--- config.mk ---
export PLATFORM = sky130hd
export DESIGN_NAME = swi_control
export DESIGN_NICKNAME = d
export VERILOG_FILES = /design/src/hdl/swi_isa_pkg.sv /design/src/hdl/swi_mach_pkg.sv /design/src/hdl/swi_control.sv
export VERILOG_INCLUDE_DIRS = /design/src /design/src/hdl
export SDC_FILE = /design/constraint.sdc
export NUM_CORES = 1
export LEC_CHECK = 0
export ABC_CLOCK_PERIOD_IN_PS = 2070
export BUFFER_PORTS_ARGS = -buffer_cell sky130_fd_sc_hd__buf_2
export CAP_MARGIN = 30
export CORE_MARGIN = 5
export CORE_UTILIZATION = 43
export DETAILED_ROUTE_END_ITERATION = 12
export HOLD_SLACK_MARGIN = 0.06
export PLACE_DENSITY = 0.89
export SYNTH_ARGS = -nofsm -noshare
export SYNTH_HDL_FRONTEND = slang
export SYNTH_SLANG_ARGS = --single-unit
export TNS_END_PERCENT = 30
--- constraint.sdc ---
create_clock -name i_clk -period 2.07 [get_ports i_clk]
set_clock_uncertainty 0.15 [all_clocks]
set_input_delay 0.207 -clock i_clk [delete_from_list [all_inputs] [get_ports i_clk]]
set_output_delay 0.207 -clock i_clk [all_outputs]
set_load 0.02 [all_outputs]
--- src/hdl/swi_cfg.svh ---
/* Build-time sizes of the stack CPU, shared by the packages and the RTL.
   Include wherever a width, the memory depth or the stack layout is needed */
`ifndef SWI_CFG_SVH
`define SWI_CFG_SVH

// Data path and byte address width
`define SWI_XLEN 32

// Unified memory depth in 32-bit words
`define SWI_MEM_WORDS 256

// SP after reset, the last word of memory
`define SWI_SP_INIT ((`SWI_MEM_WORDS * 4) - 4)

`define SWI_STACK_STEP 8  // Bytes moved per push or pop

`endif

--- src/hdl/swi_isa_pkg.sv ---
/* Instruction-set types: opcode values and the decoded-instruction struct
   handed from the decoder to control, ALU and writeback */
`include "swi_cfg.svh"

package swi_isa_pkg;

  // Swieros opcode numbers of the supported subset
  typedef enum logic [7:0] {
    OP_HALT = 8'd0,   OP_ENT  = 8'd1,   OP_LEV  = 8'd2,   OP_JMP  = 8'd3,
    OP_JSR  = 8'd5,   OP_LL   = 8'd14,  OP_LG   = 8'd21,  OP_LI   = 8'd35,
    OP_LHI  = 8'd36,  OP_LBL  = 8'd38,  OP_LBI  = 8'd59,  OP_LBA  = 8'd62,
    OP_SL   = 8'd64,  OP_SG   = 8'd69,
    OP_ADD  = 8'd83,  OP_ADDI = 8'd84,  OP_SUB  = 8'd86,  OP_SUBI = 8'd87,
    OP_MUL  = 8'd89,  OP_MULI = 8'd90,  OP_AND  = 8'd104, OP_ANDI = 8'd105,
    OP_OR   = 8'd107, OP_ORI  = 8'd108, OP_XOR  = 8'd110, OP_XORI = 8'd111,
    OP_SHL  = 8'd113, OP_SHLI = 8'd114, OP_SHR  = 8'd116, OP_SHRI = 8'd117,
    OP_SRU  = 8'd119, OP_SRUI = 8'd120,
    OP_EQ   = 8'd122, OP_NE   = 8'd124, OP_LT   = 8'd126, OP_LTU  = 8'd127,
    OP_GE   = 8'd129, OP_GEU  = 8'd130,
    OP_BZ   = 8'd132, OP_BNZ  = 8'd134, OP_BE   = 8'd136, OP_BNE  = 8'd138,
    OP_BLT  = 8'd140, OP_BGE  = 8'd143,
    OP_BOUT = 8'd154, OP_NOP  = 8'd155, OP_PSHA = 8'd157, OP_PSHI = 8'd158,
    OP_PSHB = 8'd160, OP_POPB = 8'd161, OP_POPA = 8'd163, OP_LCA  = 8'd173,
    OP_PUTC = 8'd240  // Console character out
  } swi_opcode_e;

  typedef enum logic [4:0] {
    ALU_ADD, ALU_SUB, ALU_MUL, ALU_AND, ALU_OR, ALU_XOR,
    ALU_SHL, ALU_SHR, ALU_SRU,                              // SHR is arithmetic
    ALU_EQ, ALU_NE, ALU_LT, ALU_LTU, ALU_GE, ALU_GEU,
    ALU_PASS,                                               // Second operand through
    ALU_LHI                                                 // {A[7:0], imm[23:0]}
  } swi_alu_op_e;

  typedef enum logic [1:0] {OPND_B, OPND_IMM, OPND_MEM} swi_operand_e;

  typedef enum logic [2:0] {DST_NONE, DST_A, DST_B, DST_C, DST_SP, DST_PC} swi_dest_e;

  typedef enum logic [1:0] {MEM_NONE, MEM_READ, MEM_WRITE, MEM_PUSH} swi_mem_e;

  typedef enum logic [2:0] {
    BR_NONE, BR_ALWAYS, BR_Z, BR_NZ, BR_EQ, BR_NE, BR_LT, BR_GE
  } swi_branch_e;

  typedef enum logic {BASE_SP, BASE_PC} swi_base_e;

  typedef struct packed {
    swi_opcode_e          opcode;
    logic [`SWI_XLEN-1:0] imm;        // Sign-extended IR[31:8]
    swi_alu_op_e          alu_op;
    swi_operand_e         operand;
    swi_dest_e            dest;
    swi_mem_e             mem;
    swi_branch_e          branch;
    swi_base_e            base;       // Address base for loads and stores
    logic                 illegal;
    logic                 halt;
    logic                 out_a;      // PUTC
    logic                 out_b;      // BOUT
    logic                 stack_adj;  // ENT, push, pop and LEV move SP
  } swi_decoded_t;

endpackage

--- src/hdl/swi_mach_pkg.sv ---
/* Machine types: sequencer states, the CPU memory request
   and the testbench load port */
`include "swi_cfg.svh"

package swi_mach_pkg;

  localparam int MEM_AW = $clog2(`SWI_MEM_WORDS);  // Word index width

  typedef enum logic [2:0] {
    ST_IDLE, ST_FETCH, ST_DECODE, ST_EXEC1, ST_MEM_WAIT, ST_EXEC2, ST_HALT
  } swi_state_e;

  // Read data comes back one cycle later, so no response struct
  typedef struct packed {
    logic                 valid;
    logic                 write;
    logic [`SWI_XLEN-1:0] addr;   // Byte address, low two bits ignored
    logic [`SWI_XLEN-1:0] wdata;
  } swi_mem_req_t;

  typedef struct packed {
    logic                 stb;
    logic [MEM_AW-1:0]    addr;   // Word index
    logic [`SWI_XLEN-1:0] data;
  } swi_load_t;

endpackage

--- src/hdl/swi_control.sv ---
/* Fetch/decode/execute sequencer. Drives the CPU memory port and gives
   writeback its one-cycle commit enables */
`include "swi_cfg.svh"

module swi_control
  import swi_isa_pkg::*;
  import swi_mach_pkg::*;
(
  input  logic                 i_clk,
  input  logic                 i_arst_n,
  input  logic                 i_start,    // Taken in IDLE only
  input  swi_decoded_t         i_dec,
  input  logic [`SWI_XLEN-1:0] i_addr,     // Effective address from the ALU
  input  logic [`SWI_XLEN-1:0] i_pc,
  input  logic [`SWI_XLEN-1:0] i_a,
  input  logic [`SWI_XLEN-1:0] i_b,
  output swi_mem_req_t         o_mem_req,
  output logic                 o_capture,  // IR load, PC + 4
  output logic                 o_exec1,
  output logic                 o_exec2,
  output logic                 o_halted,
  output logic                 o_fault
);

  swi_state_e           state;
  swi_mem_req_t         req_q;   // Data access, live during MEM_WAIT
  logic [`SWI_XLEN-1:0] wdata;

  // Store and push data source
  always_comb begin
    case (i_dec.opcode)
      OP_PSHB: wdata = i_b;
      OP_PSHI: wdata = i_dec.imm;
      OP_JSR:  wdata = i_pc;     // Already points past the JSR
      default: wdata = i_a;
    endcase
  end

  always_ff @(posedge i_clk or negedge i_arst_n) begin
    if (!i_arst_n) begin
      state   <= ST_IDLE;
      req_q   <= '0;
      o_fault <= 1'b0;
    end else begin
      req_q.valid <= 1'b0;       // One cycle only
      case (state)
        ST_IDLE:   if (i_start) state <= ST_FETCH;
        ST_FETCH:  state <= ST_DECODE;
        ST_DECODE: state <= ST_EXEC1;
        ST_EXEC1: begin
          if (i_dec.illegal || i_dec.halt) begin
            state   <= ST_HALT;
            o_fault <= i_dec.illegal;
          end else if (i_dec.mem != MEM_NONE) begin
            state <= ST_MEM_WAIT;
            req_q <= '{valid: 1'b1, write: (i_dec.mem != MEM_READ),
                       addr: i_addr, wdata: wdata};
          end else begin
            state <= ST_FETCH;
          end
        end
        // Read data lands in EXEC2, writes are done here
        ST_MEM_WAIT: state <= (i_dec.mem == MEM_READ) ? ST_EXEC2 : ST_FETCH;
        ST_EXEC2:    state <= ST_FETCH;
        default:     ;           // HALT until reset
      endcase
    end
  end

  // Instruction fetch goes straight out, data accesses come from req_q
  always_comb begin
    o_mem_req = req_q;
    if (state == ST_FETCH) begin
      o_mem_req.valid = 1'b1;
      o_mem_req.write = 1'b0;
      o_mem_req.addr  = i_pc;
    end
  end

  assign o_capture = (state == ST_DECODE);
  assign o_exec1   = (state == ST_EXEC1);
  assign o_exec2   = (state == ST_EXEC2);
  assign o_halted  = (state == ST_HALT);

endmodule

==> out/qor.txt <==
run status: finished, violations left
failing checks: setup timing
Ant. Diodes: 0
Worst Path Arrival: 1.84 ns
synthesized cell area: 4150 um^2
top cells by count, synth: 130 x nand2_1, 70 x dfrtp_1, 34 x inv_1
number of global-route vias before repair: 5082
die height: 108 um
RSZ-0062 raised after global routing: yes
Residual DRC: 0
core area: 9330 um^2
Lkg Pwr: 3.38 nW
H-tree depth: 3
die area: 11700 um^2
First-pass DRT Iterations: 8
clock-pin slew on the worst setup and hold paths: 0.08 ns
starting DRC count in detailed routing: 424
crit path from: state[1]$_DFFE_PN0P_
relative slew slack: 0.715
CTS Sinks: 70
GPL Wtd Cong: 0.825
TritonCTS clock tree: done
hold_ws: 0.0715 ns
Avg WL per Cell: 18.7 um
fin. max-slew vios: 0
sequential element share of the synthesized area: 0.422
Syn-to-layout area delta: 56.6%
period utilization: 1.06
final-report hold violation count: 0
nature of the critical path endpoint: output port
post-synth top area cell: dfrtp_1
final setup fails: 32
critical path required time: 1.71 ns
FMAX: 455 MHz
Via Count: 4687
Ys Warns: 0
Initial Util: 0.445
Top Ports: 263
Clock Latency Late Sink: 0.33 ns
cells after synthesis: 428
Critical Path Sink: o_mem_req[45]
cts bufs inserted: 9
# fillers: 662
Vias/cell: 5.48
post-DP HPWL: 10.5 mm
overall power: 7.20 mW
WL final: 16.0 mm
Critical Path Fanout Max: 18
Worst VDD drop: 0.000822 V
Mapped Nets: 620
die width: 108 um
slew at the pin closest to its max-slew limit: 0.427 ns
FF-to-FF path depth: 5
post-synthesis sequential element count: 70
share of cells above drive strength 1: 0.489
ys async rst share: 1.00
final instance area: 6500 um^2
Tmin final: 2.20 ns
GRT overflow: 0
crit path launch type: flip-flop
TNS Setup: -3.03 ns
Hold Path Class: in -> reg
Final WS setup: -0.130 ns
r2r setup slk: 0.11 ns
Row Count: 35
fin util: 0.697
DP Area: 5440 um^2
CTS root buf: clkbuf_8
All-Layer GR Usage: 0.265
Max-Cap Viols: 0
Port Buf Inserts: 245
Synth cell types: 34
fin nets: 913
Final ANT Viol Nets: 0
first-pass GRT wire length: 24.4 mm
Yosys top cell area share: 0.422
largest net degree at the start of global routing: 71
Reg-to-Reg Start: state[2]$_DFFE_PN0P_
Worst Setup Path Type: reg -> out
Top FF cell, synth: dfrtp_1
reg-to-reg endpoint: o_mem_req[23]$_DFFE_PN0P_
initial antenna violation count: 0
Post-synth EDFFs: 0
Avg Inst Size Synth: 9.70 um^2
CTS Buffer Depth: 2
main area contributors after synthesis: dfrtp_1 42%, nand2_1 12%, o221ai_2 11%, mux2_2 8.7%, a222oi_1 7.7%
most common cell in the netlist: nand2_1
power density over the cells: 1110 nW/um^2
-- critical path, stage by stage (launching register included) --
cell and delay (ns):
dfrtp_1 0.40, buf_6 0.14, inv_4 0.05, and3_4 0.22, buf_12 0.17, mux2_2 0.36, buf_4 0.16
-- cells in the final DEF (no fill, tap or decap), types with 2 or more instances in the layout --
master,netlist,final
mux2_4,0,7
buf_2,16,233
nand2_1,130,130
dlygate4sd3_1,0,76
nor2_2,1,3
clkbuf_1,9,3
or2_2,2,2
a222oi_1,32,32
inv_1,34,32
buf_4,32,17
o21ai_0,2,2
inv_4,0,2
nor2_1,6,4
or4bb_1,3,3
o221ai_2,30,30
buf_12,0,10
buf_6,4,9
clkbuf_8,0,9
mux2_2,32,25
a21oi_1,4,4
clkinv_2,0,2
dfrtp_1,70,70
o221ai_1,2,2
-- stage by stage --
step	setup slack, ns	instances
global placement	-0.186	763
detailed placement	-0.258	763
finish	-0.130	855
floorplan	0.212	428
CTS	-0.125	855
global route	-0.188	855
-- what timing repair did --
action | 4_1_cts | 5_1_grt
setup endpoints to repair | 98 | 97
hold endpoints to repair | 138 | 0
gates resized for setup | 12 | 24
setup buffers | 0 | 0
hold buffers | 76 | 0
-- cell families after synthesis --
logic type,after synthesis,synth area share
mux,32,0.0868
simple gates,153,0.155
compound gates,75,0.207
flops,70,0.422
buf+inv,98,0.130
-- worst min-delay path by stage --
stage | startpoint | endpoint | slack, ns | cells after the start
2_1_floorplan | i_arst_n | o_fault$_DFFE_PN0P_ | -0.24 | 0
3_3_place_gp | i_arst_n | o_mem_req[5]$_DFFE_PN0P_ | 0.10 | 2
3_5_place_dp | i_arst_n | o_mem_req[5]$_DFFE_PN0P_ | 0.11 | 2
4_1_cts | i_dec[46] | o_mem_req[25]$_DFFE_PN0P_ | 0.06 | 3
5_1_grt | i_b[3] | o_mem_req[3]$_DFFE_PN0P_ | 0.07 | 3
6_report | i_b[4] | o_mem_req[4]$_DFFE_PN0P_ | 0.07 | 3
-- metal layers --
metal,track usage,vias to the layer above,share of wire
met5,0,-,0
met4,0.144,0,0.034
met3,0.0669,51,0.095
met2,0.484,317,0.52
met1,0.278,2242,0.35
li1,-,2077,-
-- report_power, final --
group	switching [mW]	internal (mW)	total, mW
Sequential	0.377	2.01	2.39
Combinational	2.09	1.66	3.75
Clock	0.502	0.555	1.06
Total	2.97	4.22	7.20
-- area by class of cell --
type	count	area, um^2	share of cell area
clock buffers	12	135	0.0208
clock inverters	4	47.5	0.00732
inverters	35	136	0.0210
multi-input cells	260	1910	0.294
flip-flops and latches	70	1750	0.270
well taps	129	161	0.0248
repair buffers	345	2360	0.363
-- registers in the layout (all words and copies together), names as in the netlist --
| signal | flops |
|---|---|
| req_q | 34 |
| o_fault | 1 |
| o_mem_req | 32 |
| state | 3 |
No activity file was read; power rests on OpenSTA's default activity.
