## src/hdl/swi_cfg.svh

```systemverilog
/* Build-time sizes of the stack CPU, shared by the packages and the RTL.
   Include wherever a width, the memory depth or the stack layout is needed */
`ifndef SWI_CFG_SVH
`define SWI_CFG_SVH

// Data path and byte address width
`define SWI_XLEN 32

// Unified memory depth in 32-bit words
`define SWI_MEM_WORDS 256

// SP after reset, the last word of memory
`define SWI_SP_INIT ((`SWI_MEM_WORDS * 4) - 4)

`define SWI_STACK_STEP 8  // Bytes moved per push or pop

`endif

```

## src/hdl/swi_isa_pkg.sv

```systemverilog
/* Instruction-set types: opcode values and the decoded-instruction struct
   handed from the decoder to control, ALU and writeback */
`include "swi_cfg.svh"

package swi_isa_pkg;

  // Swieros opcode numbers of the supported subset
  typedef enum logic [7:0] {
    OP_HALT = 8'd0,   OP_ENT  = 8'd1,   OP_LEV  = 8'd2,   OP_JMP  = 8'd3,
    OP_JSR  = 8'd5,   OP_LL   = 8'd14,  OP_LG   = 8'd21,  OP_LI   = 8'd35,
    OP_LHI  = 8'd36,  OP_LBL  = 8'd38,  OP_LBI  = 8'd59,  OP_LBA  = 8'd62,
    OP_SL   = 8'd64,  OP_SG   = 8'd69,
    OP_ADD  = 8'd83,  OP_ADDI = 8'd84,  OP_SUB  = 8'd86,  OP_SUBI = 8'd87,
    OP_MUL  = 8'd89,  OP_MULI = 8'd90,  OP_AND  = 8'd104, OP_ANDI = 8'd105,
    OP_OR   = 8'd107, OP_ORI  = 8'd108, OP_XOR  = 8'd110, OP_XORI = 8'd111,
    OP_SHL  = 8'd113, OP_SHLI = 8'd114, OP_SHR  = 8'd116, OP_SHRI = 8'd117,
    OP_SRU  = 8'd119, OP_SRUI = 8'd120,
    OP_EQ   = 8'd122, OP_NE   = 8'd124, OP_LT   = 8'd126, OP_LTU  = 8'd127,
    OP_GE   = 8'd129, OP_GEU  = 8'd130,
    OP_BZ   = 8'd132, OP_BNZ  = 8'd134, OP_BE   = 8'd136, OP_BNE  = 8'd138,
    OP_BLT  = 8'd140, OP_BGE  = 8'd143,
    OP_BOUT = 8'd154, OP_NOP  = 8'd155, OP_PSHA = 8'd157, OP_PSHI = 8'd158,
    OP_PSHB = 8'd160, OP_POPB = 8'd161, OP_POPA = 8'd163, OP_LCA  = 8'd173,
    OP_PUTC = 8'd240  // Console character out
  } swi_opcode_e;

  typedef enum logic [4:0] {
    ALU_ADD, ALU_SUB, ALU_MUL, ALU_AND, ALU_OR, ALU_XOR,
    ALU_SHL, ALU_SHR, ALU_SRU,                              // SHR is arithmetic
    ALU_EQ, ALU_NE, ALU_LT, ALU_LTU, ALU_GE, ALU_GEU,
    ALU_PASS,                                               // Second operand through
    ALU_LHI                                                 // {A[7:0], imm[23:0]}
  } swi_alu_op_e;

  typedef enum logic [1:0] {OPND_B, OPND_IMM, OPND_MEM} swi_operand_e;

  typedef enum logic [2:0] {DST_NONE, DST_A, DST_B, DST_C, DST_SP, DST_PC} swi_dest_e;

  typedef enum logic [1:0] {MEM_NONE, MEM_READ, MEM_WRITE, MEM_PUSH} swi_mem_e;

  typedef enum logic [2:0] {
    BR_NONE, BR_ALWAYS, BR_Z, BR_NZ, BR_EQ, BR_NE, BR_LT, BR_GE
  } swi_branch_e;

  typedef enum logic {BASE_SP, BASE_PC} swi_base_e;

  typedef struct packed {
    swi_opcode_e          opcode;
    logic [`SWI_XLEN-1:0] imm;        // Sign-extended IR[31:8]
    swi_alu_op_e          alu_op;
    swi_operand_e         operand;
    swi_dest_e            dest;
    swi_mem_e             mem;
    swi_branch_e          branch;
    swi_base_e            base;       // Address base for loads and stores
    logic                 illegal;
    logic                 halt;
    logic                 out_a;      // PUTC
    logic                 out_b;      // BOUT
    logic                 stack_adj;  // ENT, push, pop and LEV move SP
  } swi_decoded_t;

endpackage

```

## src/hdl/swi_writeback.sv

```systemverilog
/* Architectural registers IR, A, B, SP and PC plus the output strobe.
   Updated on the commit enables from control */
`include "swi_cfg.svh"

module swi_writeback import swi_isa_pkg::*; (
  input  logic                 i_clk,
  input  logic                 i_arst_n,
  input  logic                 i_start,
  input  logic [`SWI_XLEN-1:0] i_entry_pc,
  input  logic                 i_capture,
  input  logic                 i_exec1,
  input  logic                 i_exec2,
  input  swi_decoded_t         i_dec,
  input  logic [`SWI_XLEN-1:0] i_mem_data,  // Fetched word in DECODE
  input  logic [`SWI_XLEN-1:0] i_result,
  input  logic                 i_taken,
  output logic [`SWI_XLEN-1:0] o_instr,
  output logic [`SWI_XLEN-1:0] o_a,
  output logic [`SWI_XLEN-1:0] o_b,
  output logic [`SWI_XLEN-1:0] o_sp,
  output logic [`SWI_XLEN-1:0] o_pc,
  output logic                 o_out_stb,
  output logic [7:0]           o_out_data
);

  localparam int XLEN = `SWI_XLEN;
  localparam logic [XLEN-1:0] SP_INIT = `SWI_SP_INIT;
  localparam logic [XLEN-1:0] STEP    = `SWI_STACK_STEP;

  logic [XLEN-1:0] sp_adj;
  logic            wr_en;   // Destination write this cycle

  // SP delta: push -8, pop and LEV imm + 8 (pops carry imm 0), ENT imm
  always_comb begin
    case (i_dec.mem)
      MEM_PUSH: sp_adj = -STEP;
      MEM_READ: sp_adj = i_dec.imm + STEP;
      default:  sp_adj = i_dec.imm;
    endcase
  end

  // Memory reads commit after the data arrives
  assign wr_en = (i_exec1 && (i_dec.mem == MEM_NONE)) || i_exec2;

  always_ff @(posedge i_clk or negedge i_arst_n) begin
    if (!i_arst_n) begin
      o_instr    <= '0;
      o_a        <= '0;
      o_b        <= '0;
      o_sp       <= SP_INIT;
      o_pc       <= '0;
      o_out_stb  <= 1'b0;
      o_out_data <= '0;
    end else begin
      o_out_stb <= 1'b0;
      if (i_start) o_pc <= i_entry_pc;  // Pulsed only while idle
      if (i_capture) begin
        o_instr <= i_mem_data;
        o_pc    <= o_pc + 4;
      end
      if (i_exec1) begin
        if (i_taken) o_pc <= o_pc + i_dec.imm;
        if (i_dec.stack_adj) o_sp <= o_sp + sp_adj;
        if (i_dec.out_a || i_dec.out_b) begin
          o_out_stb  <= 1'b1;
          o_out_data <= i_dec.out_a ? o_a[7:0] : o_b[7:0];
        end
      end
      if (wr_en) begin
        case (i_dec.dest)
          DST_A:   o_a  <= i_result;
          DST_B:   o_b  <= i_result;
          DST_PC:  o_pc <= i_result;    // LEV return
          default: ;
        endcase
      end
    end
  end

endmodule

```

## config.mk

```make
export PLATFORM = sky130hd
export DESIGN_NAME = swi_writeback
export DESIGN_NICKNAME = d
export VERILOG_FILES = /design/src/hdl/swi_isa_pkg.sv /design/src/hdl/swi_writeback.sv
export VERILOG_INCLUDE_DIRS = /design/src /design/src/hdl
export SDC_FILE = /design/constraint.sdc
export NUM_CORES = 1
export LEC_CHECK = 0
export ABC_AREA = 0
export BUFFER_PORTS_ARGS = -buffer_cell sky130_fd_sc_hd__buf_2
export CAP_MARGIN = 0
export CORE_UTILIZATION = 54
export CTS_BUF_LIST = sky130_fd_sc_hd__clkbuf_8
export DETAILED_ROUTE_END_ITERATION = 7
export PLACE_DENSITY_LB_ADDON = 0.25
export SYNTH_ARGS = -nofsm -noshare
export SYNTH_HDL_FRONTEND = slang
export SYNTH_SLANG_ARGS = --single-unit
```

## constraint.sdc

```tcl
create_clock -name i_clk -period 3.5 [get_ports i_clk]
set_input_delay 1.05 -clock i_clk [delete_from_list [all_inputs] [get_ports i_clk]]
set_output_delay 1.05 -clock i_clk [all_outputs]
set_load 0.02 [all_outputs]
```

==> summary.txt <==
Global route
  • Number of global-route vias before repair: around 11,000
  • Global-route wire length before repair: around 56,000 µm
  • Total GRT Usage: 33.40%
  • Aggregate global routing overflow: 0
  • Number of antenna violations at the first check in global routing: 0
  • Largest net degree at the start of global routing: 64

Routing
  • Antenna-violating nets left: 0
  • DRT iter0 DRCs: 683
  • Final wirelength: 35,800 µm
  • Pre-Repair DR Iteration Count: 5
  • Number of DRC violations after detailed routing: 0
  • Via density per instance: 5.735
  • Vias after detailed routing: 11,250
  • Average routed wire per standard cell: between 15 and 20 µm

Final layout
  • Count of fill cells added during filler insertion: 1,486
  • Non-filler cells, final: 1,962
  • Share of layout cells above drive strength 1: between 40% and 50%
  • Synthesis-to-layout area growth: 37.15%
  • Total number of nets in the final design: ~1,900
  • Total area of multi-input combinational cells: 7002 µm²
  • Flip-flop and latch area: roughly 4200 µm²
  • Inserted Diodes: 0

Worst setup path
  • Category of the worst setup path launch point: input port
  • Path type of the worst setup path: input port to register
  • Required time at the endpoint of the critical path: 3.90 ns
  • Crit path max-delay cell type: sky130_fd_sc_hd__a221oi_2
  • CP arrival: about 4.3 ns
  • Kind of end point of the critical path: register
  • Most frequent CP cell: sky130_fd_sc_hd__a21o_1
  • List of cells traversed by the critical path: buf_6, and4_4, and3_4, and2_4, nand2b_4, nor2_4, buf_6, nand3_4, xor2_1, nand2_1, ha_4, a21o_1, a21o_1, a21o_1, a221oi_2, o21ai_1, a21oi_2, a21oi_2, o21ai_1, nor3b_2, xor2_1
  • Crit-path max FO: 4
  • Max stage delay on crit path: 0.28 ns

Synthesis
  • Syn Inst Count: approximately 1,200
  • Most frequently used cell type in the post-synthesis netlist: sky130_fd_sc_hd__dfrtp_1
  • Flops & latches, synth: roughly 170
  • Average size of a mapped cell: 9.245 µm²
  • Netlist Area Pre-Place: about 11,000 µm²
  • Cell type contributing the most total cell area after synthesis: sky130_fd_sc_hd__dfrtp_1
  • Fraction of registers with async set/reset: 100.0%
  • Sequential share of the synthesized area: between 30% and 40%
  • Count of flip-flops with a built-in enable after synthesis: 0
  • Area contributors post-synth: sky130_fd_sc_hd__dfrtp_1 36%, sky130_fd_sc_hd__mux2_2 10%, sky130_fd_sc_hd__ha_1 7.9%
  • Top-area cell type share of the netlist area: 36.22%
  • List of most frequent post-synthesis cells: 161 x sky130_fd_sc_hd__dfrtp_1, 123 x sky130_fd_sc_hd__nand2_1, 101 x sky130_fd_sc_hd__a21oi_1
  • Number of library cell types mapped by synthesis: between 60 and 70
  • Number of nets in the synthesized netlist: 1,439
  • Total number of yosys warnings: 0
  • Most used flip-flop cell after synthesis: sky130_fd_sc_hd__dfrtp_1

Power and ir drop
  • Total power density per cell area: between 700 and 800 nW/µm²
  • Clock power share: ~14%
  • Share of total power in sequential cells: 28.0%
  • Fraction of power consumed by combinational cells: 58.5%
  • Internal power summed over all cells: between 0.006 and 0.007 W
  • Maximum vdd ir drop: approximately 430 µV
  • Power spent charging and discharging nets: 0.004863 W
  • Switching fraction of total power: around 45%
  • Static Leakage: 7.402 nW

STA
  • Normalized max-slew margin: 54.89%
  • Slew at the pin closest to its max-slew limit: 0.6741 ns
  • Number of hold violations in the final report: 0
  • Crit share post-route: 111.5%
  • RSZ-0062 raised after global routing: true
  • Pins over their slew limit: 0
  • Min setup slack post-route: -0.4039 ns
  • Final-layout setup total negative slack: -1.942 ns
  • Clock Skew: 0.01945 ns
  • Final setup violation count: 9
  • Maximum clock frequency: 256.2 MHz
  • Clock period minus final worst setup slack: about 3.9 ns

Floorplan
  • Die X: 145.5 µm
  • Die Ht: 145.5 µm
  • Number of primary I/O pins: roughly 330
  • Core Box Area: 20,230 µm²
  • Initial cell density of the core: approximately 55%
  • Placement Rows: 52
  • Area enclosed by the die boundary: 21,170 µm²

Clocking
  • H-tree depth: 4
  • CTS clock-pin slew for the worst setup and hold paths: 0.13 ns
  • Skew-Pair Late Insertion Delay: 0.48 ns
  • TritonCTS clock tree: done
  • Num CTS Buffers: 17
  • Post-CTS Hold Fix Bufs: 0
  • Clock root buffer master: sky130_fd_sc_hd__clkbuf_8
  • Max Root-Sink Buffers: 2
  • Number of sinks driven by the clock tree: approximately 170

Flow run
  • Maximum Capacitance Violations: 0

Run status
  • Failing checks: setup timing
  • Status: complete, but fails checks

Placement
  • Placed cell count: 1,916
  • Final HPWL DP: 27,500 µm
  • Port Buffer Count: 311
  • Routability congestion estimate from global placement: 0.9249

Hold path
  • Worst min-delay path class: register to register
==> logic make-up (layout without fill, tap and decap cells) <==
group / after synthesis / after routing / share of synthesized area, %
compound gates: 334 / 334 / 18.52
xor+xnor: 75 / 75 / 5.906
fa+ha+maj: 72 / 72 / 8.235
buf+inv: 84 / 573 / 2.846
flops: 169 / 169 / 38.11
mux: 112 / 112 / 11.19
simple gates: 357 / 357 / 15.19
==> stage by stage <==
step / hold WS [ns] / total power, W / util, % / setup WS [ns] / cell area [µm²]
global route: 0.5210 / 0.01156 / 75.38 / -0.6094 / 15250
CTS: 0.4933 / 0.01050 / 73.81 / -0.4630 / 14930
floorplan: 0.5177 / 0.006520 / - / -0.8003 / 11250
detailed placement: 0.4649 / 0.008884 / 70.89 / -1.213 / 14340
global placement: 0.4571 / 0.008717 / 70.89 / -1.030 / 14340
finish: 0.4903 / 0.01089 / 75.38 / -0.4039 / 15250
==> registers in the layout (all words and copies together) (netlist names) <==
| register | flops |
|---|---|
| o_a | 32 |
| o_instr | 32 |
| o_out_data | 8 |
| o_sp | 32 |
| o_pc | 32 |
| o_b | 32 |
| o_out_stb | 1 |
==> cell usage in the layout, fill, tap and decap left out, types with 16 or more instances in the layout <==
cell / synthesis / layout
sky130_fd_sc_hd__nor3_1: 25 / 24
sky130_fd_sc_hd__and3_1: 27 / 25
sky130_fd_sc_hd__o21ai_1: 1 / 17
sky130_fd_sc_hd__xor2_1: 40 / 40
sky130_fd_sc_hd__o21ai_0: 93 / 74
sky130_fd_sc_hd__clkbuf_8: 0 / 17
sky130_fd_sc_hd__mux2_2: 99 / 98
sky130_fd_sc_hd__ha_1: 70 / 59
sky130_fd_sc_hd__a31oi_1: 18 / 16
sky130_fd_sc_hd__a21oi_1: 101 / 86
sky130_fd_sc_hd__a21o_1: 36 / 36
sky130_fd_sc_hd__inv_1: 31 / 31
sky130_fd_sc_hd__nand3_1: 41 / 39
sky130_fd_sc_hd__xnor2_1: 35 / 35
sky130_fd_sc_hd__nor2_1: 72 / 64
sky130_fd_sc_hd__nand2_1: 123 / 119
sky130_fd_sc_hd__buf_4: 0 / 194
sky130_fd_sc_hd__buf_2: 1 / 305
sky130_fd_sc_hd__dfrtp_1: 161 / 161
==> power groups by stage <==
stage	Sequential (W)	Clock, W	Combinational (W)
2_1_floorplan	0.00360	0	0.00292
4_1_cts	0.00302	0.00148	0.00600
3_5_place_dp	0.00305	0	0.00583
5_1_grt	0.00311	0.00155	0.00690
6_report	0.00305	0.00147	0.00638
3_3_place_gp	0.00302	0	0.00570
==> critical path, delay by kind of cell <==
family	cells	cell delay, ns
adders and majority gates	1	0.23
buffers and inverters	2	0.19
xor gates and xnor gates	2	0.34
AOI/OAI and AO/OA	8	1.30
and+or+nand+nor	8	1.17
==> layout make-up <==
| cell class | instances | area share [%] |
|---|---|---|
| multi-input combinational | 950 | 45.90 |
| sequential | 169 | 27.79 |
| timing repair buffer | 510 | 20.62 |
| tap | 270 | 2.215 |
| clock buffer | 17 | 1.534 |
| clock inverter | 15 | 1.173 |
| inverter | 31 | 0.7629 |
==> what timing repair did <==
item / in CTS / in global routing
pin swaps: 17 / 51
gates resized for setup: 28 / 57
buffers inserted: 6 / 9
endpoints found under the setup margin: 11 / 25
endpoints found under the hold margin: 0 / 0
==> final timing paths <==
kind,startpoint,end,slack [ns],cells past startpoint
setup / recovery,i_dec[28],o_sp[31]$_DFFE_PN0P_,-0.40,21
hold / removal,o_out_data[5]$_DFFE_PN0P_,o_out_data[5]$_DFFE_PN0P_,0.49,2
setup reg to reg,o_pc[0]$_DFF_PN0_,o_pc[24]$_DFF_PN0_,0.39,16
hold reg to reg,o_out_data[5]$_DFFE_PN0P_,o_out_data[5]$_DFFE_PN0P_,0.49,2
max in group asynchronous,i_arst_n,o_instr[22]$_DFFE_PN0P_,2.17,2
min in group asynchronous,i_arst_n,o_sp[1]$_DFFE_PN0P_,0.55,1
==> metal layers <==
layer	GRT usage, %	vias to the layer above	share of wire [%]	routed length (µm)
met5	0	-	0	0
met4	10.84	0	2.7	955
met3	5.862	78	7.4	2651
met2	54.98	466	48	17210
met1	44.77	5359	42	14980
li1	-	5349	-	-
Power figures use the tool's default switching activity.
