--- config.mk ---
export PLATFORM = sky130hd
export DESIGN_NAME = swi_decoder
export DESIGN_NICKNAME = d
export VERILOG_FILES = /design/src/hdl/swi_isa_pkg.sv /design/src/hdl/swi_decoder.sv
export VERILOG_INCLUDE_DIRS = /design/src /design/src/hdl
export SDC_FILE = /design/constraint.sdc
export NUM_CORES = 1
export LEC_CHECK = 0
export BUFFER_PORTS_ARGS = -buffer_cell sky130_fd_sc_hd__buf_2
export CORE_ASPECT_RATIO = 0.8
export CORE_MARGIN = 2
export CORE_UTILIZATION = 41
export DETAILED_ROUTE_END_ITERATION = 8
export PLACE_DENSITY = 0.89
export SYNTH_ARGS = -nofsm -noshare
export SYNTH_HDL_FRONTEND = slang
export SYNTH_SLANG_ARGS = --single-unit
--- constraint.sdc ---
create_clock -name vclk -period 1.6
set_clock_uncertainty 0.1 [all_clocks]
set_input_delay 0 -clock vclk [all_inputs]
set_output_delay 0 -clock vclk [all_outputs]
set_load 0.02 [all_outputs]
--- src/hdl/swi_cfg.svh ---
/* Build-time sizes of the stack CPU, shared by the packages and the RTL.
   Include wherever a width, the memory depth or the stack layout is needed */
`ifndef SWI_CFG_SVH
`define SWI_CFG_SVH

// Data path and byte address width
`define SWI_XLEN 32

// Unified memory depth in 32-bit words
`define SWI_MEM_WORDS 256

// SP after reset, the last word of memory
`define SWI_SP_INIT ((`SWI_MEM_WORDS * 4) - 4)

`define SWI_STACK_STEP 8  // Bytes moved per push or pop

`endif

--- src/hdl/swi_isa_pkg.sv ---
/* Instruction-set types: opcode values and the decoded-instruction struct
   handed from the decoder to control, ALU and writeback */
`include "swi_cfg.svh"

package swi_isa_pkg;

  // Swieros opcode numbers of the supported subset
  typedef enum logic [7:0] {
    OP_HALT = 8'd0,   OP_ENT  = 8'd1,   OP_LEV  = 8'd2,   OP_JMP  = 8'd3,
    OP_JSR  = 8'd5,   OP_LL   = 8'd14,  OP_LG   = 8'd21,  OP_LI   = 8'd35,
    OP_LHI  = 8'd36,  OP_LBL  = 8'd38,  OP_LBI  = 8'd59,  OP_LBA  = 8'd62,
    OP_SL   = 8'd64,  OP_SG   = 8'd69,
    OP_ADD  = 8'd83,  OP_ADDI = 8'd84,  OP_SUB  = 8'd86,  OP_SUBI = 8'd87,
    OP_MUL  = 8'd89,  OP_MULI = 8'd90,  OP_AND  = 8'd104, OP_ANDI = 8'd105,
    OP_OR   = 8'd107, OP_ORI  = 8'd108, OP_XOR  = 8'd110, OP_XORI = 8'd111,
    OP_SHL  = 8'd113, OP_SHLI = 8'd114, OP_SHR  = 8'd116, OP_SHRI = 8'd117,
    OP_SRU  = 8'd119, OP_SRUI = 8'd120,
    OP_EQ   = 8'd122, OP_NE   = 8'd124, OP_LT   = 8'd126, OP_LTU  = 8'd127,
    OP_GE   = 8'd129, OP_GEU  = 8'd130,
    OP_BZ   = 8'd132, OP_BNZ  = 8'd134, OP_BE   = 8'd136, OP_BNE  = 8'd138,
    OP_BLT  = 8'd140, OP_BGE  = 8'd143,
    OP_BOUT = 8'd154, OP_NOP  = 8'd155, OP_PSHA = 8'd157, OP_PSHI = 8'd158,
    OP_PSHB = 8'd160, OP_POPB = 8'd161, OP_POPA = 8'd163, OP_LCA  = 8'd173,
    OP_PUTC = 8'd240  // Console character out
  } swi_opcode_e;

  typedef enum logic [4:0] {
    ALU_ADD, ALU_SUB, ALU_MUL, ALU_AND, ALU_OR, ALU_XOR,
    ALU_SHL, ALU_SHR, ALU_SRU,                              // SHR is arithmetic
    ALU_EQ, ALU_NE, ALU_LT, ALU_LTU, ALU_GE, ALU_GEU,
    ALU_PASS,                                               // Second operand through
    ALU_LHI                                                 // {A[7:0], imm[23:0]}
  } swi_alu_op_e;

  typedef enum logic [1:0] {OPND_B, OPND_IMM, OPND_MEM} swi_operand_e;

  typedef enum logic [2:0] {DST_NONE, DST_A, DST_B, DST_C, DST_SP, DST_PC} swi_dest_e;

  typedef enum logic [1:0] {MEM_NONE, MEM_READ, MEM_WRITE, MEM_PUSH} swi_mem_e;

  typedef enum logic [2:0] {
    BR_NONE, BR_ALWAYS, BR_Z, BR_NZ, BR_EQ, BR_NE, BR_LT, BR_GE
  } swi_branch_e;

  typedef enum logic {BASE_SP, BASE_PC} swi_base_e;

  typedef struct packed {
    swi_opcode_e          opcode;
    logic [`SWI_XLEN-1:0] imm;        // Sign-extended IR[31:8]
    swi_alu_op_e          alu_op;
    swi_operand_e         operand;
    swi_dest_e            dest;
    swi_mem_e             mem;
    swi_branch_e          branch;
    swi_base_e            base;       // Address base for loads and stores
    logic                 illegal;
    logic                 halt;
    logic                 out_a;      // PUTC
    logic                 out_b;      // BOUT
    logic                 stack_adj;  // ENT, push, pop and LEV move SP
  } swi_decoded_t;

endpackage

--- src/hdl/swi_decoder.sv ---
/* Combinational instruction decoder. Splits the IR into the decoded struct;
   anything outside the supported opcode set comes out flagged illegal */
`include "swi_cfg.svh"

module swi_decoder import swi_isa_pkg::*; (
  input  logic [`SWI_XLEN-1:0] i_instr,
  output swi_decoded_t         o_dec
);

  logic arith;  // Plain ALU op into A

  always_comb begin
    o_dec         = '0;
    o_dec.opcode  = swi_opcode_e'(i_instr[7:0]);
    o_dec.imm     = {{8{i_instr[31]}}, i_instr[31:8]};
    o_dec.alu_op  = ALU_PASS;
    o_dec.operand = OPND_B;
    o_dec.dest    = DST_NONE;
    o_dec.mem     = MEM_NONE;
    o_dec.branch  = BR_NONE;
    o_dec.base    = BASE_SP;
    arith         = 1'b1;

    // ALU function, register and immediate forms share it
    case (i_instr[7:0])
      OP_ADD, OP_ADDI: o_dec.alu_op = ALU_ADD;
      OP_SUB, OP_SUBI: o_dec.alu_op = ALU_SUB;
      OP_MUL, OP_MULI: o_dec.alu_op = ALU_MUL;
      OP_AND, OP_ANDI: o_dec.alu_op = ALU_AND;
      OP_OR,  OP_ORI:  o_dec.alu_op = ALU_OR;
      OP_XOR, OP_XORI: o_dec.alu_op = ALU_XOR;
      OP_SHL, OP_SHLI: o_dec.alu_op = ALU_SHL;
      OP_SHR, OP_SHRI: o_dec.alu_op = ALU_SHR;
      OP_SRU, OP_SRUI: o_dec.alu_op = ALU_SRU;
      OP_EQ:           o_dec.alu_op = ALU_EQ;   // Compares only in register form
      OP_NE:           o_dec.alu_op = ALU_NE;
      OP_LT:           o_dec.alu_op = ALU_LT;
      OP_LTU:          o_dec.alu_op = ALU_LTU;
      OP_GE:           o_dec.alu_op = ALU_GE;
      OP_GEU:          o_dec.alu_op = ALU_GEU;
      default:         arith = 1'b0;
    endcase
    if (arith) o_dec.dest = DST_A;

    case (i_instr[7:0])
      OP_ADDI, OP_SUBI, OP_MULI, OP_ANDI, OP_ORI, OP_XORI,
      OP_SHLI, OP_SHRI, OP_SRUI: o_dec.operand = OPND_IMM;
      // Register moves
      OP_LI:  begin o_dec.operand = OPND_IMM; o_dec.dest = DST_A; end
      OP_LHI: begin o_dec.alu_op = ALU_LHI; o_dec.operand = OPND_IMM; o_dec.dest = DST_A; end
      OP_LBI: begin o_dec.operand = OPND_IMM; o_dec.dest = DST_B; end
      OP_LBA, OP_LCA: begin
        o_dec.alu_op  = ALU_ADD;                  // A + 0
        o_dec.operand = OPND_IMM;
        o_dec.imm     = '0;
        o_dec.dest    = (i_instr[7:0] == OP_LBA) ? DST_B : DST_C;
      end
      // Branches, target is PC + imm
      OP_BZ:  o_dec.branch = BR_Z;
      OP_BNZ: o_dec.branch = BR_NZ;
      OP_BE:  o_dec.branch = BR_EQ;
      OP_BNE: o_dec.branch = BR_NE;
      OP_BLT: o_dec.branch = BR_LT;
      OP_BGE: o_dec.branch = BR_GE;
      OP_JMP: o_dec.branch = BR_ALWAYS;
      OP_JSR: begin
        o_dec.branch    = BR_ALWAYS;
        o_dec.mem       = MEM_PUSH;               // Return address onto the stack
        o_dec.stack_adj = 1'b1;
      end
      // Loads and stores
      OP_LL, OP_LG, OP_LBL: begin
        o_dec.mem     = MEM_READ;
        o_dec.operand = OPND_MEM;
        o_dec.base    = (i_instr[7:0] == OP_LG) ? BASE_PC : BASE_SP;
        o_dec.dest    = (i_instr[7:0] == OP_LBL) ? DST_B : DST_A;
      end
      OP_SL: o_dec.mem = MEM_WRITE;
      OP_SG: begin o_dec.mem = MEM_WRITE; o_dec.base = BASE_PC; end
      // Stack
      OP_PSHA, OP_PSHB, OP_PSHI: begin o_dec.mem = MEM_PUSH; o_dec.stack_adj = 1'b1; end
      OP_POPA, OP_POPB: begin
        o_dec.mem       = MEM_READ;
        o_dec.operand   = OPND_MEM;
        o_dec.imm       = '0;                     // Read at SP itself
        o_dec.stack_adj = 1'b1;
        o_dec.dest      = (i_instr[7:0] == OP_POPA) ? DST_A : DST_B;
      end
      OP_ENT: o_dec.stack_adj = 1'b1;
      OP_LEV: begin
        o_dec.mem       = MEM_READ;
        o_dec.operand   = OPND_MEM;
        o_dec.stack_adj = 1'b1;
        o_dec.dest      = DST_PC;                 // Return address from SP + imm
      end
      OP_PUTC: o_dec.out_a = 1'b1;
      OP_BOUT: o_dec.out_b = 1'b1;
      OP_HALT: o_dec.halt  = 1'b1;
      OP_NOP:  ;
      default: o_dec.illegal = !arith;
    endcase
  end

endmodule

==> impl_metrics.yaml, run 1 <==
status:
  outcome: "complete, but fails checks"
  violations: "setup timing"
layout:
  clock_buffers: 0
  fin_area_sq_um: 2910
  diodes: 0
  n_fill_cell: 128
  multi_input_area_sq_um: 1480
  sequential_cell_total: 0
  drive_above_1_share_pct: 64.4
  fin_nets: 399
  area_growth_pct: 107
  area.sequential_sq_um: 0
routing:
  routedWlPerCell_um: 25.1
  dr.first_iter.drc_count: 551
  via_per_inst: 6.91
  drt-total-wl_um: 10200
  drcViolationCount: 0
  drtAntennaViolNets: 0
  via_count: 2799
  drt_first_pass_iters: 6
synth:
  synth_nets: 251
  syn_area_per_cell_sq_um: 6.42
  yosys_warnings: 0
  netlist_top_cells_count: "and2_1 (24), buf_4 (16), nor2_1 (12), nor3_1 (12), nand2_1 (11)"
  synth_top_area_share_pct: 10.7
  synth_cells: 219
  ys_seq_area_share_pct: 0
  yosysMostFrequentCell: "and2_1"
  syn-cell-area_sq_um: 1410
  synth.largest_area_cell: "and2_1"
  ys_types: 55
  ys_top_cells_by_area: "and2_1 (11%), buf_4 (8.5%), nor3_1 (4.3%), buf_2 (3.6%), nor2b_1 (3.6%)"
die:
  fp.dieW_um: 69.5
  die_y_um: 56.4
  die_area_sq_um: 3910
  pin_count: 93
  rows: 18
  core_sq_um: 3180
  initial_core_util_pct: 44.2
worst_setup_path:
  cp-end-kind: "output port"
  worst_ep_arrival_time_ns: 1.74
  worstSetupStartpoint: "i_instr[0]"
  required_ns: 1.50
  worst-path-max-fanout: 7
  cp-start-kind: "input pin"
  critical_path_class: "input pin to output port"
sta:
  slew_violations: 0
  slew_headroom_pct: 67.1
  setup_violations: 12
  fin_setup_tns_ns: -1.42
  period_needed_ns: 1.84
  period_share_pct: 115
  max_clock_freq_mhz: 543
  hold_viol: 0
  rsz0062_at_grt: "true"
  layout_setup_ws_ns: -0.241
  holdWs_ns: 0.178
  tightestPinTransition_ns: 0.492
power:
  seq_power_share_pct: 0
  power_density_nw_per_um2: 285
  power_switching_w: 0.000453
  p_clk_share_pct: 0
  p_sw_share_pct: 54.7
  p_int_w: 0.000376
  p_leak_nw: 1.39
  power_w: 0.000829
  ir_drop_mv: 0.230
  combPwrFrac_pct: 100.0
placed_design:
  dp_hpwl_um: 5240
  portBuffers: 93
  place.gp.congestion: 1.05
  dp_slack_ns: -0.340
  dpl_cell_area_sq_um: 2350
hold_path:
  hold_class: "input pin to output port"
  hp-start: "i_instr[2]"
global_route:
  grt_overflow_total: 0
  first_global_vias: 2479
  antenna_found_initial: 0
  grt_max_degree: 14
  grt_pass1_wl_um: 12800
  grt_use_total_pct: 40.0
flow_run:
  drv_cap: 0
cts:
  ctsHoldBuffers: 0
-- cell usage in the layout (no fill, tap or decap), types with 3 or more instances in the layout --
cell type / instances
buf_4: 79
buf_2: 78
and2_1: 23
buf_6: 23
nor2_1: 10
nand2_1: 10
nor3_1: 10
nand3_1: 7
o21ai_0: 7
nor2b_1: 5
a21oi_1: 5
xnor2_1: 5
buf_12: 5
nand3_2: 3
nand2b_4: 3
a31oi_4: 3
a41oi_2: 3
nand2b_1: 3
o22ai_1: 3
nand4_1: 3
a21o_1: 3
and3_1: 3
or3_1: 3
-- metrics by stage --
| stage | cells | utilization (%) |
|---|---|---|
| after global routing | 405 | 91.6 |
| final | 405 | 91.6 |
| after global placement | 387 | 73.9 |
| after floorplan | 219 | - |
| after CTS | 395 | 81.7 |
| after detailed placement | 387 | 73.9 |
-- worst max-delay path: stages --
cell     delay, ns
buf_12        0.12
buf_4         0.14
nand3_1       0.08
o21ai_0       0.17
a41oi_2       0.22
or4b_4        0.54
buf_4         0.17
nor4_4        0.12
buf_4         0.18
-- power groups by stage --
stage          clock network (W)  logic [W]  registers (W)
6_report                       0   0.000829              0
3_3_place_gp                   0   0.000602              0
3_5_place_dp                   0   0.000618              0
2_1_floorplan                  0   0.000365              0
5_1_grt                        0   0.000847              0
4_1_cts                        0   0.000684              0
-- worst paths after layout --
| kind | depth (start not counted) | slack, ns | endpoint |
|---|---|---|---|
| max | 9 | -0.24 | o_dec[4] |
| min | 2 | 0.18 | o_dec[55] |
-- layout make-up --
class	instances	share of cell area [%]
inverters	3	0.387
multi-input cells	175	50.7
well taps	40	1.72
repair buffers	187	47.2
-- layer usage --
layer	track usage [%]	wire, um
met3	9.16	1410
met4	22.7	915
met1	47.5	3530
met5	0	0
met2	66.2	4310
-- logic make-up (layout without fill, tap and decap cells) --
family	Yosys count	in the layout	synth area share, %
AOI/OAI and AO/OA	47	47	23.5
buffers and inverters	44	190	18.5
muxes	3	3	2.23
and+or+nand+nor	118	118	50.8
xor gates and xnor gates	7	7	4.90
-- repair_timing --
action / CTS / global route
endpoints found under the setup margin: 43 / 38
gates cloned: 0 / 1
buffers inserted: 8 / 9
pin swaps: 9 / 10
hold endpoints to repair: 0 / 0
resized for setup: 47 / 50
No activity file was read; power rests on OpenSTA's default activity.
==> inputs of run 2 (changes only) <==
SETUP_SLACK_MARGIN = 0.2   (was unset)
==> impl_metrics.yaml, run 2 <==
status:
  outcome: "did not finish"
  stop_stage: "clock tree synthesis"
  error_line: "[ERROR DPL-0033] detailed placement checks failed during check placement."
synth:
  synth_nets: 251
  ys_top_cells_by_area: "and2_1 (11%), buf_4 (8.5%), nor3_1 (4.3%), buf_2 (3.6%), nor2b_1 (3.6%)"
  synth_top_area_share_pct: 10.7
  syn_area_per_cell_sq_um: 6.42
  ys_seq_area_share_pct: 0
  netlist_top_cells_count: "and2_1 (24), buf_4 (16), nor2_1 (12), nor3_1 (12), nand2_1 (11)"
  yosys_warnings: 0
  yosysMostFrequentCell: "and2_1"
  synth.largest_area_cell: "and2_1"
  syn-cell-area_sq_um: 1410
  synth_cells: 219
  ys_types: 55
die:
  fp.dieW_um: 69.5
  rows: 18
  initial_core_util_pct: 44.2
  die_y_um: 56.4
  pin_count: 93
placed_design:
  dp_hpwl_um: 5190
  dp_slack_ns: -0.302
  portBuffers: 93
  place.gp.congestion: 1.03
cts:
  cts_setup_buffers: 17
  cts-resized-gates: 167
  ctsHoldBuffers: 0
-- run 2: cell counts after synthesis --
No cell type changed its count.
-- run 2: per-stage QoR --
stage / hold slack [ns] / instance area [sq um] / setup TNS, ns / cells
after floorplan: 0.0126 / 1580 / -0.0174 / 219
after global placement: 0.186 / 2300 / -6.96 / 376
after detailed placement: 0.197 / 2300 / -10.27 / 376
-- run 2: kinds of logic after synthesis --
group	share of synthesized area (%)
xor+xnor	4.90
buf+inv	18.5
mux	2.23
simple gates	50.8
compound gates	23.5
==> inputs of run 3 (changes only) <==
CORE_AREA = 2 2 63 65   (was unset)
CORE_ASPECT_RATIO = unset   (was 0.8)
CORE_MARGIN = unset   (was 2)
CORE_UTILIZATION = unset   (was 41)
DIE_AREA = 0 0 65 67   (was unset)
PLACE_DENSITY = unset   (was 0.89)
PLACE_DENSITY_LB_ADDON = 0.15   (was unset)
SETUP_SLACK_MARGIN = unset   (was 0.2)
clock period = 2.1 ns   (was 1.6 ns; I/O delays follow)
==> impl_metrics.yaml, run 3 (same netlist as run 1, synthesis figures left out) <==
die:
  initial_core_util_pct: 39.0
  pin_count: 93
  die_area_sq_um: 4360
  core_sq_um: 3610
  fp.dieW_um: 65
  die_y_um: 67
  rows: 22
sta:
  slew_violations: 0
  tightestPinTransition_ns: 0.470
  setup_violations: 0
  hold_viol: 0
  period_share_pct: 93.6
  rsz0062_at_grt: "false"
  slew_headroom_pct: 68.2
  max_clock_freq_mhz: 509
  period_needed_ns: 1.97
  fin_setup_tns_ns: 0
worst_setup_path:
  critical_path_class: "input pin to output port"
  cp-start-kind: "input pin"
  cp-end-kind: "output port"
  required_ns: 2.00
  worst-path-max-fanout: 9
  worst_ep_arrival_time_ns: 1.87
power:
  p_sw_share_pct: 59.6
  p_int_w: 0.000159
  combPwrFrac_pct: 100.0
  power_switching_w: 0.000235
  p_clk_share_pct: 0
  power_density_nw_per_um2: 203
  p_leak_nw: 0.947
  ir_drop_mv: 0.150
  seq_power_share_pct: 0
layout:
  fin_area_sq_um: 1940
  layout_common_cells: "buf_2 (93), buf_4 (32), and2_1 (24), nor2_1 (12), nor3_1 (12)"
  drive_above_1_share_pct: 44.1
  layout_commonest_cell: "buf_2"
  area_growth_pct: 38.2
  n_fill_cell: 389
  fin_nets: 338
  clock_buffers: 0
  multi_input_area_sq_um: 1140
  area.sequential_sq_um: 0
  diodes: 0
  sequential_cell_total: 0
routing:
  dr.first_iter.drc_count: 223
  drcViolationCount: 0
  drtAntennaViolNets: 0
  drt_first_pass_iters: 4
  via_count: 1956
  drt-total-wl_um: 5100
  routedWlPerCell_um: 14.5
  via_per_inst: 5.56
global_route:
  antenna_found_initial: 0
  first_global_vias: 1722
  grt_use_total_pct: 23.4
  grt_overflow_total: 0
  grt_max_degree: 25
  grt_pass1_wl_um: 8220
hold_path:
  hold_class: "input pin to output port"
  worst_hold_path.endpoint: "o_dec[60]"
  worst_hold_path.num_cells: 2
  hp-start: "i_instr[7]"
placed_design:
  portBuffers: 93
  dpl_cell_area_sq_um: 1940
  place.gp.congestion: 0.909
  dp_hpwl_um: 4110
cts:
  cts_setup_buffers: 0
  ctsHoldBuffers: 0
  cts-resized-gates: 0
flow_run:
  drv_cap: 0
status:
  outcome: "finished clean"
==> run 3: critical path, stage by stage <==
cell	delay (ns)
buf_2	0.16
xnor2_2	0.24
o22ai_1	0.12
and3_1	0.21
or4b_1	0.61
buf_4	0.20
a21oi_1	0.15
buf_2	0.18
==> run 3: cell type report <==
type | instances | share of cell area (%)
Multi-Input combinational cell | 175 | 59.0
Timing Repair Buffer | 126 | 37.4
Tap cell | 48 | 3.09
Inverter | 3 | 0.580
==> run 3: power by group through the flow <==
| stage | Combinational [W] | Clock, W | Sequential [W] |
|---|---|---|---|
| after floorplan | 0.000266 | 0 | 0 |
| final | 0.000393 | 0 | 0 |
| after global placement | 0.000390 | 0 | 0 |
| after CTS | 0.000391 | 0 | 0 |
| after detailed placement | 0.000390 | 0 | 0 |
| after global routing | 0.000423 | 0 | 0 |
==> run 3: worst max path at each step <==
stage               startpoint         to  cells past startpoint
finish              i_instr[0]  o_dec[19]                      8
global route        i_instr[0]  o_dec[11]                      8
CTS                 i_instr[0]   o_dec[4]                      7
detailed placement  i_instr[0]   o_dec[4]                      7
global placement    i_instr[4]   o_dec[4]                      7
floorplan           i_instr[4]   o_dec[4]                      7
==> run 3: through the flow <==
stage	total power [W]	hold slack (ns)	util [%]	worst slack (ns)	cells
4_1_cts	0.000391	0.184	53.9	0.142	352
3_5_place_dp	0.000390	0.183	53.9	0.148	352
6_report	0.000393	0.187	53.9	0.134	352
2_1_floorplan	0.000266	0.0126	-	0.244	219
5_1_grt	0.000423	0.189	53.9	0.0536	352
3_3_place_gp	0.000390	0.191	53.9	0.178	352
==> run 3: routing by layer <==
layer | GRT usage [%] | up-vias | share of wire [%]
li1 | - | 957 | -
met1 | 32.2 | 866 | 42
met2 | 40.7 | 122 | 46
met3 | 1.69 | 11 | 10
met4 | 3.19 | 0 | 1.7
met5 | 0 | - | 0
==> inputs of run 4 (changes only) <==
CAP_MARGIN = 15   (was unset)
MAX_ROUTING_LAYER = met4   (was unset)
clock period = 2.2 ns   (was 2.1 ns; I/O delays follow)
==> impl_metrics.yaml, run 4 (same netlist as run 1, synthesis figures left out) <==
die:
  initial_core_util_pct: 39.0
  fp.dieW_um: 65
  core_sq_um: 3610
  rows: 22
  die_area_sq_um: 4360
  pin_count: 93
  die_y_um: 67
hold_path:
  worst_hold_path.endpoint: "o_dec[60]"
  hp-start: "i_instr[7]"
  worst_hold_path.num_cells: 2
  hold_class: "input pin to output port"
placed_design:
  place.gp.congestion: 0.928
  portBuffers: 93
  dpl_cell_area_sq_um: 1860
  dp_hpwl_um: 4010
routing:
  drcViolationCount: 0
  drtAntennaViolNets: 0
  routedWlPerCell_um: 14.8
  dr.first_iter.drc_count: 202
  drt_first_pass_iters: 4
  via_per_inst: 5.65
  drt-total-wl_um: 5060
  via_count: 1939
worst_setup_path:
  required_ns: 2.10
  path_cells: "buf_2, mux2i_1, o2bb2ai_1, and4_1, or4b_1, nor4_2, buf_2"
  slowest_delay_ns: 0.68
  crit_path_frequent_cell: "buf_2"
  cp-start-kind: "input pin"
  crit_path_top_delay_cell: "or4b_1"
  worst_ep_arrival_time_ns: 1.96
  worst-path-max-fanout: 17
  critical_path_class: "input pin to output port"
  cp-end-kind: "output port"
global_route:
  antenna_found_initial: 0
  first_global_vias: 1657
  grt_pass1_wl_um: 7830
  grt_max_degree: 22
  grt_use_total_pct: 22.9
  grt_overflow_total: 0
sta:
  max_clock_freq_mhz: 485
  period_needed_ns: 2.06
  holdWs_ns: 0.176
  slew_violations: 0
  period_share_pct: 93.7
  hold_viol: 0
  tightestPinTransition_ns: 0.710
  fin_setup_tns_ns: 0
  slew_headroom_pct: 52.6
  rsz0062_at_grt: "false"
  setup_violations: 0
layout:
  layout_commonest_cell: "buf_2"
  clock_buffers: 0
  drive_above_1_share_pct: 42.4
  diodes: 0
  area_growth_pct: 33.3
  fin_nets: 329
  fin_area_sq_um: 1870
  layout_common_cells: "buf_2 (93), and2_1 (24), buf_4 (24), nor2_1 (12), nor3_1 (12)"
  area.sequential_sq_um: 0
  sequential_cell_total: 0
status:
  outcome: "finished clean"
cts:
  cts_setup_buffers: 0
  ctsHoldBuffers: 0
power:
  ir_drop_mv: 0.139
  p_leak_nw: 0.898
  power_density_nw_per_um2: 195
flow_run:
  drv_cap: 0
==> run 4: cell types whose count changed in the layout (fill, tap and decap cells not counted), sizes merged <==
cell | previous run | this run
buf | 126 | 117
==> run 4: routing by layer <==
| metal | global-route usage (%) | vias to the layer above | part of all wire [%] |
|---|---|---|---|
| met3 | 1.01 | 8 | 9.2 |
| met2 | 40.9 | 126 | 48 |
| met5 | - | - | 0 |
| met4 | 2.39 | 0 | 1.3 |
| met1 | 29.6 | 862 | 42 |
| li1 | - | 943 | - |
==> run 4: per-stage QoR <==
step | power (W) | cells | setup WS (ns) | utilization (%)
2_1_floorplan | 0.000253 | 219 | 0.344 | -
3_3_place_gp | 0.000361 | 343 | 0.197 | 51.6
3_5_place_dp | 0.000359 | 343 | 0.147 | 51.6
4_1_cts | 0.000360 | 343 | 0.138 | 51.6
5_1_grt | 0.000393 | 343 | 0.0376 | 51.9
6_report | 0.000366 | 343 | 0.139 | 51.9
==> run 4: layout make-up <==
type / instances / area (sq um)
inverters: 3 / 11.3
multi-input cells: 175 / 1160
fillers: 396 / 1730
repair buffers: 117 / 646
well taps: 48 / 60.1
==> run 4: worst max path at each step <==
stage | from | endpoint | slack [ns] | depth (start not counted)
final | i_instr[0] | o_dec[4] | 0.14 | 7
after global routing | i_instr[0] | o_dec[11] | 0.04 | 8
after CTS | i_instr[0] | o_dec[4] | 0.14 | 7
after detailed placement | i_instr[0] | o_dec[4] | 0.15 | 7
after global placement | i_instr[0] | o_dec[4] | 0.20 | 7
after floorplan | i_instr[4] | o_dec[4] | 0.34 | 7
==> run 4: where the power goes <==
group	leakage (nW)	switching [W]	internal, W
registers	0	0	0
clock network	0	0	0
logic	0.898	0.000222	0.000143
==> run 4: what timing repair did <==
action | CTS | global route
hold endpoints to repair | 0 | 0
resized for setup | 0 | 1
setup endpoints to repair | 0 | 1
==> run 4: worst max-delay path, delay by kind of cell <==
kind            cells  cell delay [ns]
mux                 1             0.13
compound gates      1             0.13
simple gates        3             1.20
buf+inv             2             0.50
